File: config.mk
export PLATFORM = sky130hd
export DESIGN_NAME = parking_tower_top
export DESIGN_NICKNAME = d
export VERILOG_FILES = /design/src/verilog/parking_pkg.sv /design/src/verilog/parking_tower_top.sv /design/src/verilog/elevator_controller.sv /design/src/verilog/slot_allocator.sv /design/src/verilog/order_queue.sv /design/src/verilog/parking_fee_meter.sv
export SDC_FILE = /design/constraint.sdc
export NUM_CORES = 2
export LEC_CHECK = 0
export BUFFER_PORTS_ARGS = -buffer_cell sky130_fd_sc_hd__buf_2
export CORE_ASPECT_RATIO = 0.6
export CORE_MARGIN = 3
export CORE_UTILIZATION = 35
export CTS_CLUSTER_SIZE = 8
export DETAILED_ROUTE_END_ITERATION = 6
export GPL_TIMING_DRIVEN = 0
export MAX_ROUTING_LAYER = met4
export SLEW_MARGIN = 20
export SYNTH_ARGS = -nofsm -noshare
export SYNTH_HDL_FRONTEND = slang
export SYNTH_SLANG_ARGS = --single-unit
File: constraint.sdc
create_clock -name clock -period 7.95 [get_ports clock]
set_input_delay 1.59 -clock clock [delete_from_list [all_inputs] [get_ports clock]]
set_output_delay 1.59 -clock clock [all_outputs]
set_load 0.02 [all_outputs]
File: src/verilog/parking_pkg.sv
//--------------------
// A plate of zero is an empty slot. Floor 0 is the ground, where cars enter and leave
// Fees saturate at 255
//--------------------
package parking_pkg;

	localparam int PLATE_W = 16;
	localparam int FLOOR_W = 3;
	localparam int FEE_W = 8;

	// Top nibble of a plate gives its class
	localparam logic [3:0] CLASS_NIBBLE_HANDICAPPED = 4'd9;
	localparam logic [3:0] CLASS_NIBBLE_HYBRID = 4'd8;

	typedef enum logic {LEFT, RIGHT} side_t;

	typedef struct packed {
		logic [FLOOR_W-1:0] floor;
		side_t side;
	} slot_t;

	typedef enum logic {PARK, RETRIEVE} order_kind_t;

	typedef struct packed {
		order_kind_t kind;
		logic [PLATE_W-1:0] plate;
	} order_t;

	typedef enum logic [1:0] {OK, FULL, NOT_FOUND} status_t;

	typedef struct packed {
		order_kind_t kind;
		logic [PLATE_W-1:0] plate;
		slot_t slot;
		logic [FEE_W-1:0] fee;
		status_t status;
	} result_t;

	// Even plates are sedans, odd plates SUVs
	function automatic logic is_sedan(input logic [PLATE_W-1:0] plate);
		return !plate[0];
	endfunction

	function automatic logic is_handicapped(input logic [PLATE_W-1:0] plate);
		return plate[PLATE_W-1 -: 4] == CLASS_NIBBLE_HANDICAPPED;
	endfunction

	// Fee added per cycle of parking
	function automatic logic [1:0] fee_rate(input logic [PLATE_W-1:0] plate);
		if (is_handicapped(plate))
			return 2'd0;
		if (plate[PLATE_W-1 -: 4] == CLASS_NIBBLE_HYBRID)
			return 2'd1;
		return 2'd2;
	endfunction

endpackage
File: src/verilog/parking_tower_top.sv
//--------------------
// Floors 1..NUM_FLOORS hold two slots each; NUM_FLOORS must fit in FLOOR_W bits
//--------------------
`timescale 1ns/1ps

module parking_tower_top #(
	parameter int NUM_FLOORS = 7,
	parameter int QUEUE_DEPTH = 8
) (
	input  logic                           clock,
	input  logic                           reset,
	input  logic                           order_req,
	input  parking_pkg::order_t            order,
	output logic                           order_ack,
	output logic                           done_valid,
	output parking_pkg::result_t           result,
	output logic [3:0]                     free_sedan,
	output logic [3:0]                     free_suv,
	output logic [parking_pkg::FLOOR_W-1:0] current_floor
);
	import parking_pkg::*;

	order_t head;
	logic head_valid;
	logic pop;
	slot_t park_slot;
	slot_t find_slot;
	logic park_ok;
	logic find_ok;
	logic [NUM_FLOORS:1][1:0][PLATE_W-1:0] slots;
	logic [NUM_FLOORS:1][1:0][FEE_W-1:0] fee_array;

	order_queue #(.QUEUE_DEPTH(QUEUE_DEPTH)) u_queue (
		.clock, .reset, .order_req, .order, .order_ack,
		.head, .head_valid, .pop
	);

	// Allocator always looks at the queue head, which is what IDLE pops
	slot_allocator #(.NUM_FLOORS(NUM_FLOORS)) u_allocator (
		.slots, .plate(head.plate), .park_slot, .park_ok,
		.find_slot, .find_ok, .free_sedan, .free_suv
	);

	elevator_controller #(.NUM_FLOORS(NUM_FLOORS)) u_elevator (
		.clock, .reset, .head, .head_valid, .pop,
		.park_slot, .find_slot, .park_ok, .find_ok,
		.fee_array, .slots, .current_floor, .done_valid, .result
	);

	// One meter per slot
	for (genvar f = 1; f <= NUM_FLOORS; f++) begin : g_floor
		for (genvar s = 0; s < 2; s++) begin : g_side
			parking_fee_meter u_meter (
				.clock, .reset, .plate(slots[f][s]), .fee(fee_array[f][s])
			);
		end
	end

endmodule

File: src/verilog/elevator_controller.sv
//--------------------
// One order at a time, one floor per cycle. FULL and NOT_FOUND report without travel
// The result bus is only meaningful while done_valid is high
//--------------------
`timescale 1ns/1ps

module elevator_controller #(
	parameter int NUM_FLOORS = 7
) (
	input  logic                                                clock,
	input  logic                                                reset,
	input  parking_pkg::order_t                                 head,
	input  logic                                                head_valid,
	output logic                                                pop,
	input  parking_pkg::slot_t                                  park_slot,
	input  parking_pkg::slot_t                                  find_slot,
	input  logic                                                park_ok,
	input  logic                                                find_ok,
	input  logic [NUM_FLOORS:1][1:0][parking_pkg::FEE_W-1:0]   fee_array,
	output logic [NUM_FLOORS:1][1:0][parking_pkg::PLATE_W-1:0] slots,
	output logic [parking_pkg::FLOOR_W-1:0]                     current_floor,
	output logic                                                done_valid,
	output parking_pkg::result_t                                result
);
	import parking_pkg::*;

	typedef enum logic [2:0] {
		IDLE,
		TO_SLOT,
		LOAD,
		RETURN,
		REPORT
	} state_t;

	state_t state;
	logic retrieve_load;

	// IDLE is only ever entered at floor 0
	assign pop = (state == IDLE) && head_valid;
	assign done_valid = (state == REPORT);
	assign retrieve_load = (state == LOAD) && (result.kind == RETRIEVE);

	// FSM, car position and slot table
	always_ff @(posedge clock) begin
		if (reset) begin
			state <= IDLE;
			current_floor <= '0;
			slots <= '0;
		end else begin
			case (state)
				IDLE: begin
					if (pop) begin
						if (head.kind == PARK)
							state <= park_ok ? TO_SLOT : REPORT;
						else
							state <= find_ok ? TO_SLOT : REPORT;
					end
				end

				// Target floor is at least 1, so at least one step up
				TO_SLOT: begin
					current_floor <= current_floor + 1'b1;
					if (current_floor + 1'b1 == result.slot.floor)
						state <= LOAD;
				end

				// One cycle to move the car between platform and slot
				LOAD: begin
					if (result.kind == PARK) begin
						slots[result.slot.floor][result.slot.side] <= result.plate;
						state <= REPORT;
					end else begin
						slots[result.slot.floor][result.slot.side] <= '0;
						state <= RETURN;
					end
				end

				RETURN: begin
					current_floor <= current_floor - 1'b1;
					if (current_floor == FLOOR_W'(1))
						state <= (result.kind == RETRIEVE) ? REPORT : IDLE;
				end

				// A parked car still leaves the elevator up at the slot
				REPORT: begin
					if (result.kind == PARK && result.status == OK)
						state <= RETURN;
					else
						state <= IDLE;
				end

				default: state <= IDLE;
			endcase
		end
	end

	// Result fields are latched at pop; the fee comes in while unloading
	always_ff @(posedge clock) begin
		if (pop) begin
			result.kind <= head.kind;
			result.plate <= head.plate;
			result.fee <= '0;
			if (head.kind == PARK) begin
				result.slot <= park_ok ? park_slot : slot_t'(0);
				result.status <= park_ok ? OK : FULL;
			end else begin
				result.slot <= find_ok ? find_slot : slot_t'(0);
				result.status <= find_ok ? OK : NOT_FOUND;
			end
		end else if (retrieve_load) begin
			result.fee <= fee_array[result.slot.floor][result.slot.side];
		end
	end

endmodule

File: src/verilog/slot_allocator.sv
//--------------------
// Purely combinational. SUVs on odd floors, sedans on even floors
// Left slots of floors 1 and 2 are reserved for handicapped cars
//--------------------
`timescale 1ns/1ps

module slot_allocator #(
	parameter int NUM_FLOORS = 7
) (
	input  logic [NUM_FLOORS:1][1:0][parking_pkg::PLATE_W-1:0] slots,
	input  logic [parking_pkg::PLATE_W-1:0]                    plate,
	output parking_pkg::slot_t                                  park_slot,
	output logic                                                park_ok,
	output parking_pkg::slot_t                                  find_slot,
	output logic                                                find_ok,
	output logic [3:0]                                          free_sedan,
	output logic [3:0]                                          free_suv
);
	import parking_pkg::*;

	function automatic logic is_reserved(input int f, input int s);
		return (f <= 2) && (side_t'(s) == LEFT);
	endfunction

	// Even floors hold sedans
	function automatic logic class_fits(input int f, input logic sedan);
		return ((f % 2) == 0) == sedan;
	endfunction

	// Lowest eligible floor wins, left before right
	always_comb begin : park_search
		logic sedan;
		logic handicapped;
		sedan = is_sedan(plate);
		handicapped = is_handicapped(plate);
		park_ok = 1'b0;
		park_slot = '0;
		for (int f = 1; f <= NUM_FLOORS; f++) begin
			for (int s = 0; s < 2; s++) begin
				if (!park_ok && slots[f][s] == '0 && class_fits(f, sedan) &&
						(handicapped || !is_reserved(f, s))) begin
					park_ok = 1'b1;
					park_slot.floor = FLOOR_W'(f);
					park_slot.side = side_t'(s);
				end
			end
		end
	end

	// Plate lookup; a zero plate never matches
	always_comb begin : plate_search
		find_ok = 1'b0;
		find_slot = '0;
		for (int f = 1; f <= NUM_FLOORS; f++) begin
			for (int s = 0; s < 2; s++) begin
				if (!find_ok && plate != '0 && slots[f][s] == plate) begin
					find_ok = 1'b1;
					find_slot.floor = FLOOR_W'(f);
					find_slot.side = side_t'(s);
				end
			end
		end
	end

	// Reserved slots stay out of both counts
	always_comb begin : free_count
		free_sedan = '0;
		free_suv = '0;
		for (int f = 1; f <= NUM_FLOORS; f++) begin
			for (int s = 0; s < 2; s++) begin
				if (!is_reserved(f, s) && slots[f][s] == '0) begin
					if ((f % 2) == 0)
						free_sedan = free_sedan + 4'd1;
					else
						free_suv = free_suv + 4'd1;
				end
			end
		end
	end

endmodule

File: src/verilog/order_queue.sv
//--------------------
// Four-phase req/ack intake; ack is withheld while the FIFO is full
// pop must only be raised while head_valid is high
//--------------------
`timescale 1ns/1ps

module order_queue #(
	parameter int QUEUE_DEPTH = 8
) (
	input  logic                clock,
	input  logic                reset,
	input  logic                order_req,
	input  parking_pkg::order_t order,
	output logic                order_ack,
	output parking_pkg::order_t head,
	output logic                head_valid,
	input  logic                pop
);
	import parking_pkg::*;

	localparam int PTR_W = (QUEUE_DEPTH > 1) ? $clog2(QUEUE_DEPTH) : 1;
	localparam int CNT_W = $clog2(QUEUE_DEPTH + 1);

	order_t mem [QUEUE_DEPTH];
	logic [PTR_W-1:0] wr_ptr;
	logic [PTR_W-1:0] rd_ptr;
	logic [CNT_W-1:0] count;
	logic full;
	logic push;

	assign full = (count == CNT_W'(QUEUE_DEPTH));

	// Ack high means this req was already taken
	assign push = order_req && !order_ack && !full;

	assign head = mem[rd_ptr];
	assign head_valid = (count != '0);

	// Handshake, pointers and fill count
	always_ff @(posedge clock) begin
		if (reset) begin
			order_ack <= 1'b0;
			wr_ptr <= '0;
			rd_ptr <= '0;
			count <= '0;
		end else begin
			if (push)
				order_ack <= 1'b1;
			else if (!order_req)
				order_ack <= 1'b0;

			if (push) begin
				if (wr_ptr == PTR_W'(QUEUE_DEPTH - 1))
					wr_ptr <= '0;
				else
					wr_ptr <= wr_ptr + 1'b1;
			end

			if (pop) begin
				if (rd_ptr == PTR_W'(QUEUE_DEPTH - 1))
					rd_ptr <= '0;
				else
					rd_ptr <= rd_ptr + 1'b1;
			end

			// Simultaneous push and pop leaves the count unchanged
			case ({push, pop})
				2'b10: count <= count + 1'b1;
				2'b01: count <= count - 1'b1;
				default: count <= count;
			endcase
		end
	end

	// Order storage
	always_ff @(posedge clock) begin
		if (push)
			mem[wr_ptr] <= order;
	end

endmodule

File: src/verilog/parking_fee_meter.sv
//--------------------
// Clears one cycle after the plate changes, then counts while occupied
//--------------------
`timescale 1ns/1ps

module parking_fee_meter (
	input  logic                          clock,
	input  logic                          reset,
	input  logic [parking_pkg::PLATE_W-1:0] plate,
	output logic [parking_pkg::FEE_W-1:0]   fee
);
	import parking_pkg::*;

	logic [PLATE_W-1:0] prev_plate;
	logic [FEE_W:0] fee_sum;

	// One extra bit to catch the overflow
	assign fee_sum = {1'b0, fee} + (FEE_W + 1)'(fee_rate(plate));

	always_ff @(posedge clock) begin
		if (reset) begin
			prev_plate <= '0;
			fee <= '0;
		end else begin
			prev_plate <= plate;
			if (plate != prev_plate)
				fee <= '0;
			else if (plate != '0) begin
				// Saturate at all ones
				if (fee_sum[FEE_W])
					fee <= '1;
				else
					fee <= fee_sum[FEE_W-1:0];
			end
		end
	end

endmodule

=== Word-level counts from Yosys, hierarchy flattened ===
Memories as Yosys holds them, arrays and structs flattened. A register that Yosys moved wholly into a read port is not among the register bits.
Cells that the tools add are included.

* Bits in registers: 608
* Memory bits (writable): 136
* Bits of input ports: 20
* Memories: 1

* $add $sub $neg: 30
* Order comparisons: 4
* Equality and inequality tests: 72
* Muxes and demuxes: 216
* Bitwise operators: 3
* Reduce and logical (&&, ||, !) cells: 141

{| class="wikitable"
|+ Memory list
! name !! words !! width !! read ports !! clocked after Yosys merged registers in !! wr ports !! line !! source
|-
| u_queue.mem || 8 || 17 || 1 || 1 || 1 || order_queue.sv:24 || <nowiki>order_t mem [QUEUE_DEPTH];</nowiki>
|}

{| class="wikitable"
|+ Operators with widths
! cell !! count
|-
| $reduce_bool A16 Y1 || 15
|-
| $and A224 B224 Y224 || 1
|-
| $bwmux W224 || 1
|-
| $eq A16 B16 Y1 || 14
|-
| $logic_not A16 Y1 || 14
|-
| $mux W224 || 1
|-
| $ne A16 B16 Y1 || 14
|-
| $not A224 Y224 || 1
|-
| $mux W4 || 39
|-
| $mux W8 || 16
|-
| $add A8 B2 Y9 || 14
|-
| $mux W2 || 61
|-
| $eq A4 B4 Y1 const B || 30
|-
| $demux W32 S3 || 1
|-
| $mux W1 || 77
|-
| $logic_and A1 B1 Y1 || 63
|-
| $bmux W16 S3 || 1
|-
| $add A4 B1 Y4 const B || 9
|-
| $mux W3 || 12
|-
| $mux W16 || 2
|-
| $mux W32 || 1
|-
| $logic_not A1 Y1 || 29
|-
| $reduce_or A2 Y1 || 14
|-
| $demux W16 S1 || 1
|-
| 25 further kinds || 35
|}

=== Longest topological paths before layout ===
* Depth after elaboration: 61
* Depth in mapped cells: 18
* Depth with buffers taken out: 18

=== Hierarchy ===
From an unflattened synthesis, not the netlist that was laid out.

* Cells, all modules: 3542
* Area, all modules: 36030.8 sq um

{| class="wikitable"
|+ By module, submodules not included
! module !! times used !! cells each !! area each (sq um)
|-
| parking_fee_meter || 14 || 114 || 1108.6
|-
| elevator_controller || 1 || 1122 || 10530.1
|-
| order_queue || 1 || 274 || 5918.2
|-
| slot_allocator || 1 || 550 || 4062.6
|}

=== Worst setup path after synthesis ===
No wires, ideal clock.

* Kind: reg-to-output
* Start point: register u_elevator.slots[25] (netlist name)
* End point: output free_suv[1]
* Arrival: 3619 ps
* Data required time: 6360 ps
* Slack: 2741 ps
* Cell stages (with the launch flop): 17
* Cell sequence: dfxtp_1 > nor4_1 > nand4_1 > inv_1 > ha_1 > xnor2_1 > ha_1 > nand2_1 > nand2_1 > ha_1 > mux2_2 > ha_1 > mux2i_1 > inv_1 > ha_1 > nor2_1 > a21oi_1

* Longest elaborated chain between the ends: 14

{| class="wikitable"
|+ RTL lines
! element !! line !! source
|-
| $logic_not A16 Y1 (*) || slot_allocator.sv:71 || <nowiki>if (!is_reserved(f, s) && slots[f][s] == '0) begin</nowiki>
|-
| $mux W1 (*) || slot_allocator.sv:71 ||
|-
| $add A1 B1 Y2 || - ||
|-
| $mux W4 (*) || slot_allocator.sv:71 ||
|-
| $add A4 B1 Y4 || slot_allocator.sv:75 || <nowiki>free_suv = free_suv + 4'd1;</nowiki>
|-
| $mux W4 (*) || slot_allocator.sv:71 ||
|-
| $add A4 B1 Y4 || - ||
|-
| $mux W4 (*) || slot_allocator.sv:71 ||
|-
| $add A4 B1 Y4 || slot_allocator.sv:75 ||
|-
| $mux W4 (*) || slot_allocator.sv:71 ||
|-
| $add A4 B1 Y4 || - ||
|-
| $mux W4 (*) || slot_allocator.sv:71 ||
|-
| $add A4 B1 Y4 || slot_allocator.sv:75 ||
|-
| $mux W4 (*) || slot_allocator.sv:71 ||
|-
| to (decl) || parking_tower_top.sv:18 || <nowiki>output logic [3:0] free_suv,</nowiki>
|}

Mark *: on every way between the ends. The rest lies on a longest branch, timed or not.

=== Worst setup path after layout ===
* Start point: register u_elevator.slots[76] (netlist name)
* End point: output free_suv[1]

* Longest elaborated chain between the ends: 12

{| class="wikitable"
|+ RTL lines
! element !! line
|-
| $logic_not A16 Y1 (*) || slot_allocator.sv:71
|-
| $mux W4 (*) || slot_allocator.sv:71
|-
| $add A4 B1 Y4 || slot_allocator.sv:75
|-
| $mux W4 (*) || slot_allocator.sv:71
|-
| $add A4 B1 Y4 || -
|-
| $mux W4 (*) || slot_allocator.sv:71
|-
| $add A4 B1 Y4 || slot_allocator.sv:75
|-
| $mux W4 (*) || slot_allocator.sv:71
|-
| $add A4 B1 Y4 || -
|-
| $mux W4 (*) || slot_allocator.sv:71
|-
| $add A4 B1 Y4 || slot_allocator.sv:75
|-
| $mux W4 (*) || slot_allocator.sv:71
|}

Marks and branches as above.

==> results.sh <==
export IMPL_postSynthAreaPerCell_sq_um=9.35
export IMPL_cap_violations=0
export IMPL_mostFrequentLayoutCell="sky130_fd_sc_hd__dfxtp_1"
export IMPL_timing_critical_path_max_delay_family="adder cells"
export IMPL_critical_path_top_cell_by_count="sky130_fd_sc_hd__ha_1"
export IMPL_clkLatencyLatePin_ns=0.70
export IMPL_drt_iter0_markers=4566
export IMPL_crit_type="register to output pin"
export IMPL_power_leakage_nw=15.3
export IMPL_violations="DRC"
export IMPL_ratio_of_final_minimum_period_to_clock_period_pct=88.7
export IMPL_post_place_ws_ns=1.61
export IMPL_tritoncts_num_sinks=747
export IMPL_placement_io_buffers=63
export IMPL_grt_ovfl_total=0
export IMPL_grt_first_pass_wirelength_microns=190000
export IMPL_top_level_ports=64
export IMPL_num_rows=89
export IMPL_detailed_route_wl_microns=133000
export IMPL_synth_edff_count=159
export IMPL_drtPass1Iterations=7
export IMPL_fin_setup_tns_ns=0
export IMPL_routabilityCongestion=1.04
export IMPL_netlist_top_cell_by_area="sky130_fd_sc_hd__dfxtp_1"
export IMPL_h_tree_depth=3
export IMPL_synth_top_family_by_area="simple AND/OR/NAND/NOR gates"
export IMPL_antenna_found_initial=5
export IMPL_clock_skew_final_ns=0.0400
export IMPL_number_of_register_bits_inferred_by_synthesis=747
export IMPL_report_final_hold_viol_count=0
export IMPL_max_freq_mhz=142
export IMPL_path_clk_slew_ns=0.05
export IMPL_final_cell_mix="sky130_fd_sc_hd__dfxtp_1 (588), sky130_fd_sc_hd__nand2_1 (493), sky130_fd_sc_hd__a21oi_1 (316)"
export IMPL_power_frac_clock_pct=33.3
export IMPL_net_switching_power_mw=4.73
export IMPL_power_switching_share_pct=38.5
export IMPL_grt_max_degree=20
export IMPL_outcome="finished, violations left"
export IMPL_first_global_vias=27000
export IMPL_flip_flop_cell_with_the_highest_count_after_synthesis="sky130_fd_sc_hd__dfxtp_1"
export IMPL_mux_cell_area_share_after_synthesis_pct=5.14
export IMPL_die_x_microns=415
export IMPL_core_area_sq_um=98900
export IMPL_setup_repair_after_global_routing_missed_its_margin="no"
export IMPL_synth_async_reset_ratio_pct=0
export IMPL_synth_top_area_share_pct=33.5
export IMPL_synth_compound_area_share_pct=8.68
export IMPL_fill_cells=9818
export IMPL_synthesis_area_sq_um=35200
export IMPL_area_growth_syn_to_layout_pct=14.4
export IMPL_holdBufCountCts=0
export IMPL_power_frac_comb_pct=32.6
export IMPL_worst_slack_ns=0.902
export IMPL_cts_setup_buffers=0
export IMPL_worstPathBufferInverterCount=3
export IMPL_cp_max_fo=7
export IMPL_yosys_area_share_xor_xnor_pct=10.7
export IMPL_cts_tree="yes"
export IMPL_internal_power_component_mw=7.55
export IMPL_detail_route_drc_violations=3
export IMPL_cts_buffers_inserted=103
export IMPL_slew_headroom_pct=12.5
export IMPL_critPathRequiredTime_ns=6.36
export IMPL_synth_cell_types=77
export IMPL_die_height_microns=251
export IMPL_core_occupancy_in_the_finished_layout_pct=40.7
export IMPL_cts_buffer_depth=3
export IMPL_synth_simple_gate_area_share_pct=22.3
export IMPL_synth_area_top_cells="sky130_fd_sc_hd__dfxtp_1 (33%), sky130_fd_sc_hd__edfxtp_1 (14%), sky130_fd_sc_hd__xor2_1 (6.1%), sky130_fd_sc_hd__nand2_1 (5.3%), sky130_fd_sc_hd__nor2b_1 (4.6%)"
export IMPL_grt_use_total_pct=25.4
export IMPL_synthesis_instances=3759
export IMPL_number_of_instances_resized_during_post_cts_repair=0
export IMPL_critPathMaxStageDelay_ns=0.52
export IMPL_drt_antenna_violating_nets=0
export IMPL_wl_per_cell_microns=25.0
export IMPL_critical_path_startpoint_type="register"
export IMPL_yosys_warnings=0
export IMPL_actual_transition_at_the_worst_max_transition_pin_ns=1.31
export IMPL_worst_setup_path_end_kind="output pin"
export IMPL_power_density_nw_per_um2=305
export IMPL_drive_above_1_share_pct=8.04
export IMPL_timing_hold_ws_ns=0.488
export IMPL_final_slew_viol_count=0
export IMPL_crit_path_cell_trace="nor4_1 > nand4_1 > inv_1 > ha_1 > xnor2_1 > ha_1 > nand2_1 > nand2_1 > ha_1 > mux2_2 > ha_1 > mux2i_1 > inv_1 > ha_1 > nor2_1 > a21oi_1 > buf_2"
export IMPL_floorplan_initialDensity_pct=35.6
export IMPL_sequential_group_share_of_total_power_pct=34.1
export IMPL_critPathArrivalTime_ns=5.46
export IMPL_multiInputGateArea_sq_um=17400
export IMPL_cts_root_buf="sky130_fd_sc_hd__clkbuf_16"
export IMPL_final_net_count=4024
export IMPL_dr_total_vias=30100
export IMPL_route_detailed_vias_per_inst=5.67
export IMPL_ff_latch_area_sq_um=16500
export IMPL_die_area_sq_um=104000
export IMPL_min_period_ns=7.05
export IMPL_sequential_fraction_of_the_synthesis_area_pct=47.1
export IMPL_timing_hold_worst_class="register to register"
export IMPL_worst_ir_drop_vdd_mv=0.199
export IMPL_postLayoutCellArea_sq_um=40200
export IMPL_post_synth_net_total=3842
export IMPL_yosys_area_share_adder_pct=2.56
export IMPL_setup_viol_count_final=0
export IMPL_dp_hpwl_microns=97400
export IMPL_critPathSlowestCell="sky130_fd_sc_hd__inv_1"
export IMPL_detailed_place_area_sq_um=37300
tightest hold or removal path: cells and delay by family (launching register included):
kind               cells  cell delay [ns]
and+or+nand+nor        1             0.08
DFF                    1             0.32
AOI/OAI and AO/OA      1             0.06
registers in the layout (all words and copies together) (netlist names), 3 cells and up, named ones only:
signal	cells
g_floor.g_side.u_meter.prev_plate	224
u_elevator.slots	224
u_queue.mem	136
g_floor.g_side.u_meter.fee	112
u_elevator.result	31
u_queue.count	4
u_elevator.current_floor	3
u_elevator.state	3
u_queue.rd_ptr	3
u_queue.wr_ptr	3
logic make-up after synthesis:
logic type | count (synthesis)
flip-flops | 747
buffers and inverters | 304
multiplexers | 141
adder cells (fa/ha/maj) | 63
AND/OR/NAND/NOR | 1526
AO/OA/AOI/OAI | 548
XOR/XNOR | 430
synthesized netlist by cell type, types with 9 or more instances:
master	instances
sky130_fd_sc_hd__dfxtp_1	588
sky130_fd_sc_hd__nand2_1	493
sky130_fd_sc_hd__a21oi_1	316
sky130_fd_sc_hd__nor2b_1	258
sky130_fd_sc_hd__xor2_1	246
sky130_fd_sc_hd__nor2_1	187
sky130_fd_sc_hd__xnor2_1	184
sky130_fd_sc_hd__clkbuf_1	177
sky130_fd_sc_hd__edfxtp_1	159
sky130_fd_sc_hd__o21ai_0	122
sky130_fd_sc_hd__nor4_1	109
sky130_fd_sc_hd__or3_1	94
sky130_fd_sc_hd__nand4_1	88
sky130_fd_sc_hd__inv_1	87
sky130_fd_sc_hd__mux2i_1	87
sky130_fd_sc_hd__nor3_1	73
sky130_fd_sc_hd__nand3_1	71
sky130_fd_sc_hd__ha_1	48
sky130_fd_sc_hd__mux4_2	27
sky130_fd_sc_hd__and2_1	24
sky130_fd_sc_hd__and3_1	24
sky130_fd_sc_hd__mux2_2	24
sky130_fd_sc_hd__nor3b_1	24
sky130_fd_sc_hd__a22o_1	23
sky130_fd_sc_hd__or4_1	21
sky130_fd_sc_hd__buf_2	15
sky130_fd_sc_hd__fa_1	15
sky130_fd_sc_hd__a31oi_1	13
sky130_fd_sc_hd__a211oi_1	9
sky130_fd_sc_hd__a22oi_1	9
sky130_fd_sc_hd__nand2b_1	9
sky130_fd_sc_hd__o21ai_1	9
cell type report:
type,count,share of cell area (%)
plain buffers,216,2.33
flip-flops and latches,747,41.2
multi-input cells,2708,43.4
diodes,4,0.0249
well taps,1319,4.11
clock inverters,6,0.274
inverters,88,0.822
repair buffers,77,1.07
clock buffers,138,6.84
power by group through the flow:
stage	Clock, mW	Sequential (mW)	Combinational (mW)
5_1_grt	4.28	4.19	4.09
3_3_place_gp	0	4.26	3.70
6_report	4.09	4.19	4.01
3_5_place_dp	0	4.26	3.77
4_1_cts	4.12	4.18	3.79
2_1_floorplan	0	4.30	2.07
through the flow:
stage / std cells / power, mW
finish: 5303 / 12.3
global route: 5301 / 12.6
CTS: 5299 / 12.1
detailed placement: 5155 / 8.03
global placement: 5141 / 7.96
floorplan: 3759 / 6.37
worst paths after layout:
check / startpoint / end / slack, ns / cells after the start
worst max register to register: register / u_elevator.result[11] / 2.57 / 13
worst max-delay path: u_elevator.slots[76] / free_suv[1] / 0.90 / 17
worst min-delay path: u_elevator.result[8] / u_elevator.result[8] / 0.49 / 2
worst min register to register: u_elevator.result[8] / u_elevator.result[8] / 0.49 / 2
routing by layer:
layer / up-vias / GRT usage, % / wire length, microns
met5: - / - / 0
met4: 0 / 6.56 / 3300
met3: 228 / 10.6 / 21000
met2: 1885 / 30.6 / 48100
met1: 14600 / 37.7 / 60300
li1: 13300 / - / -
(Power assumes the default switching activity.)
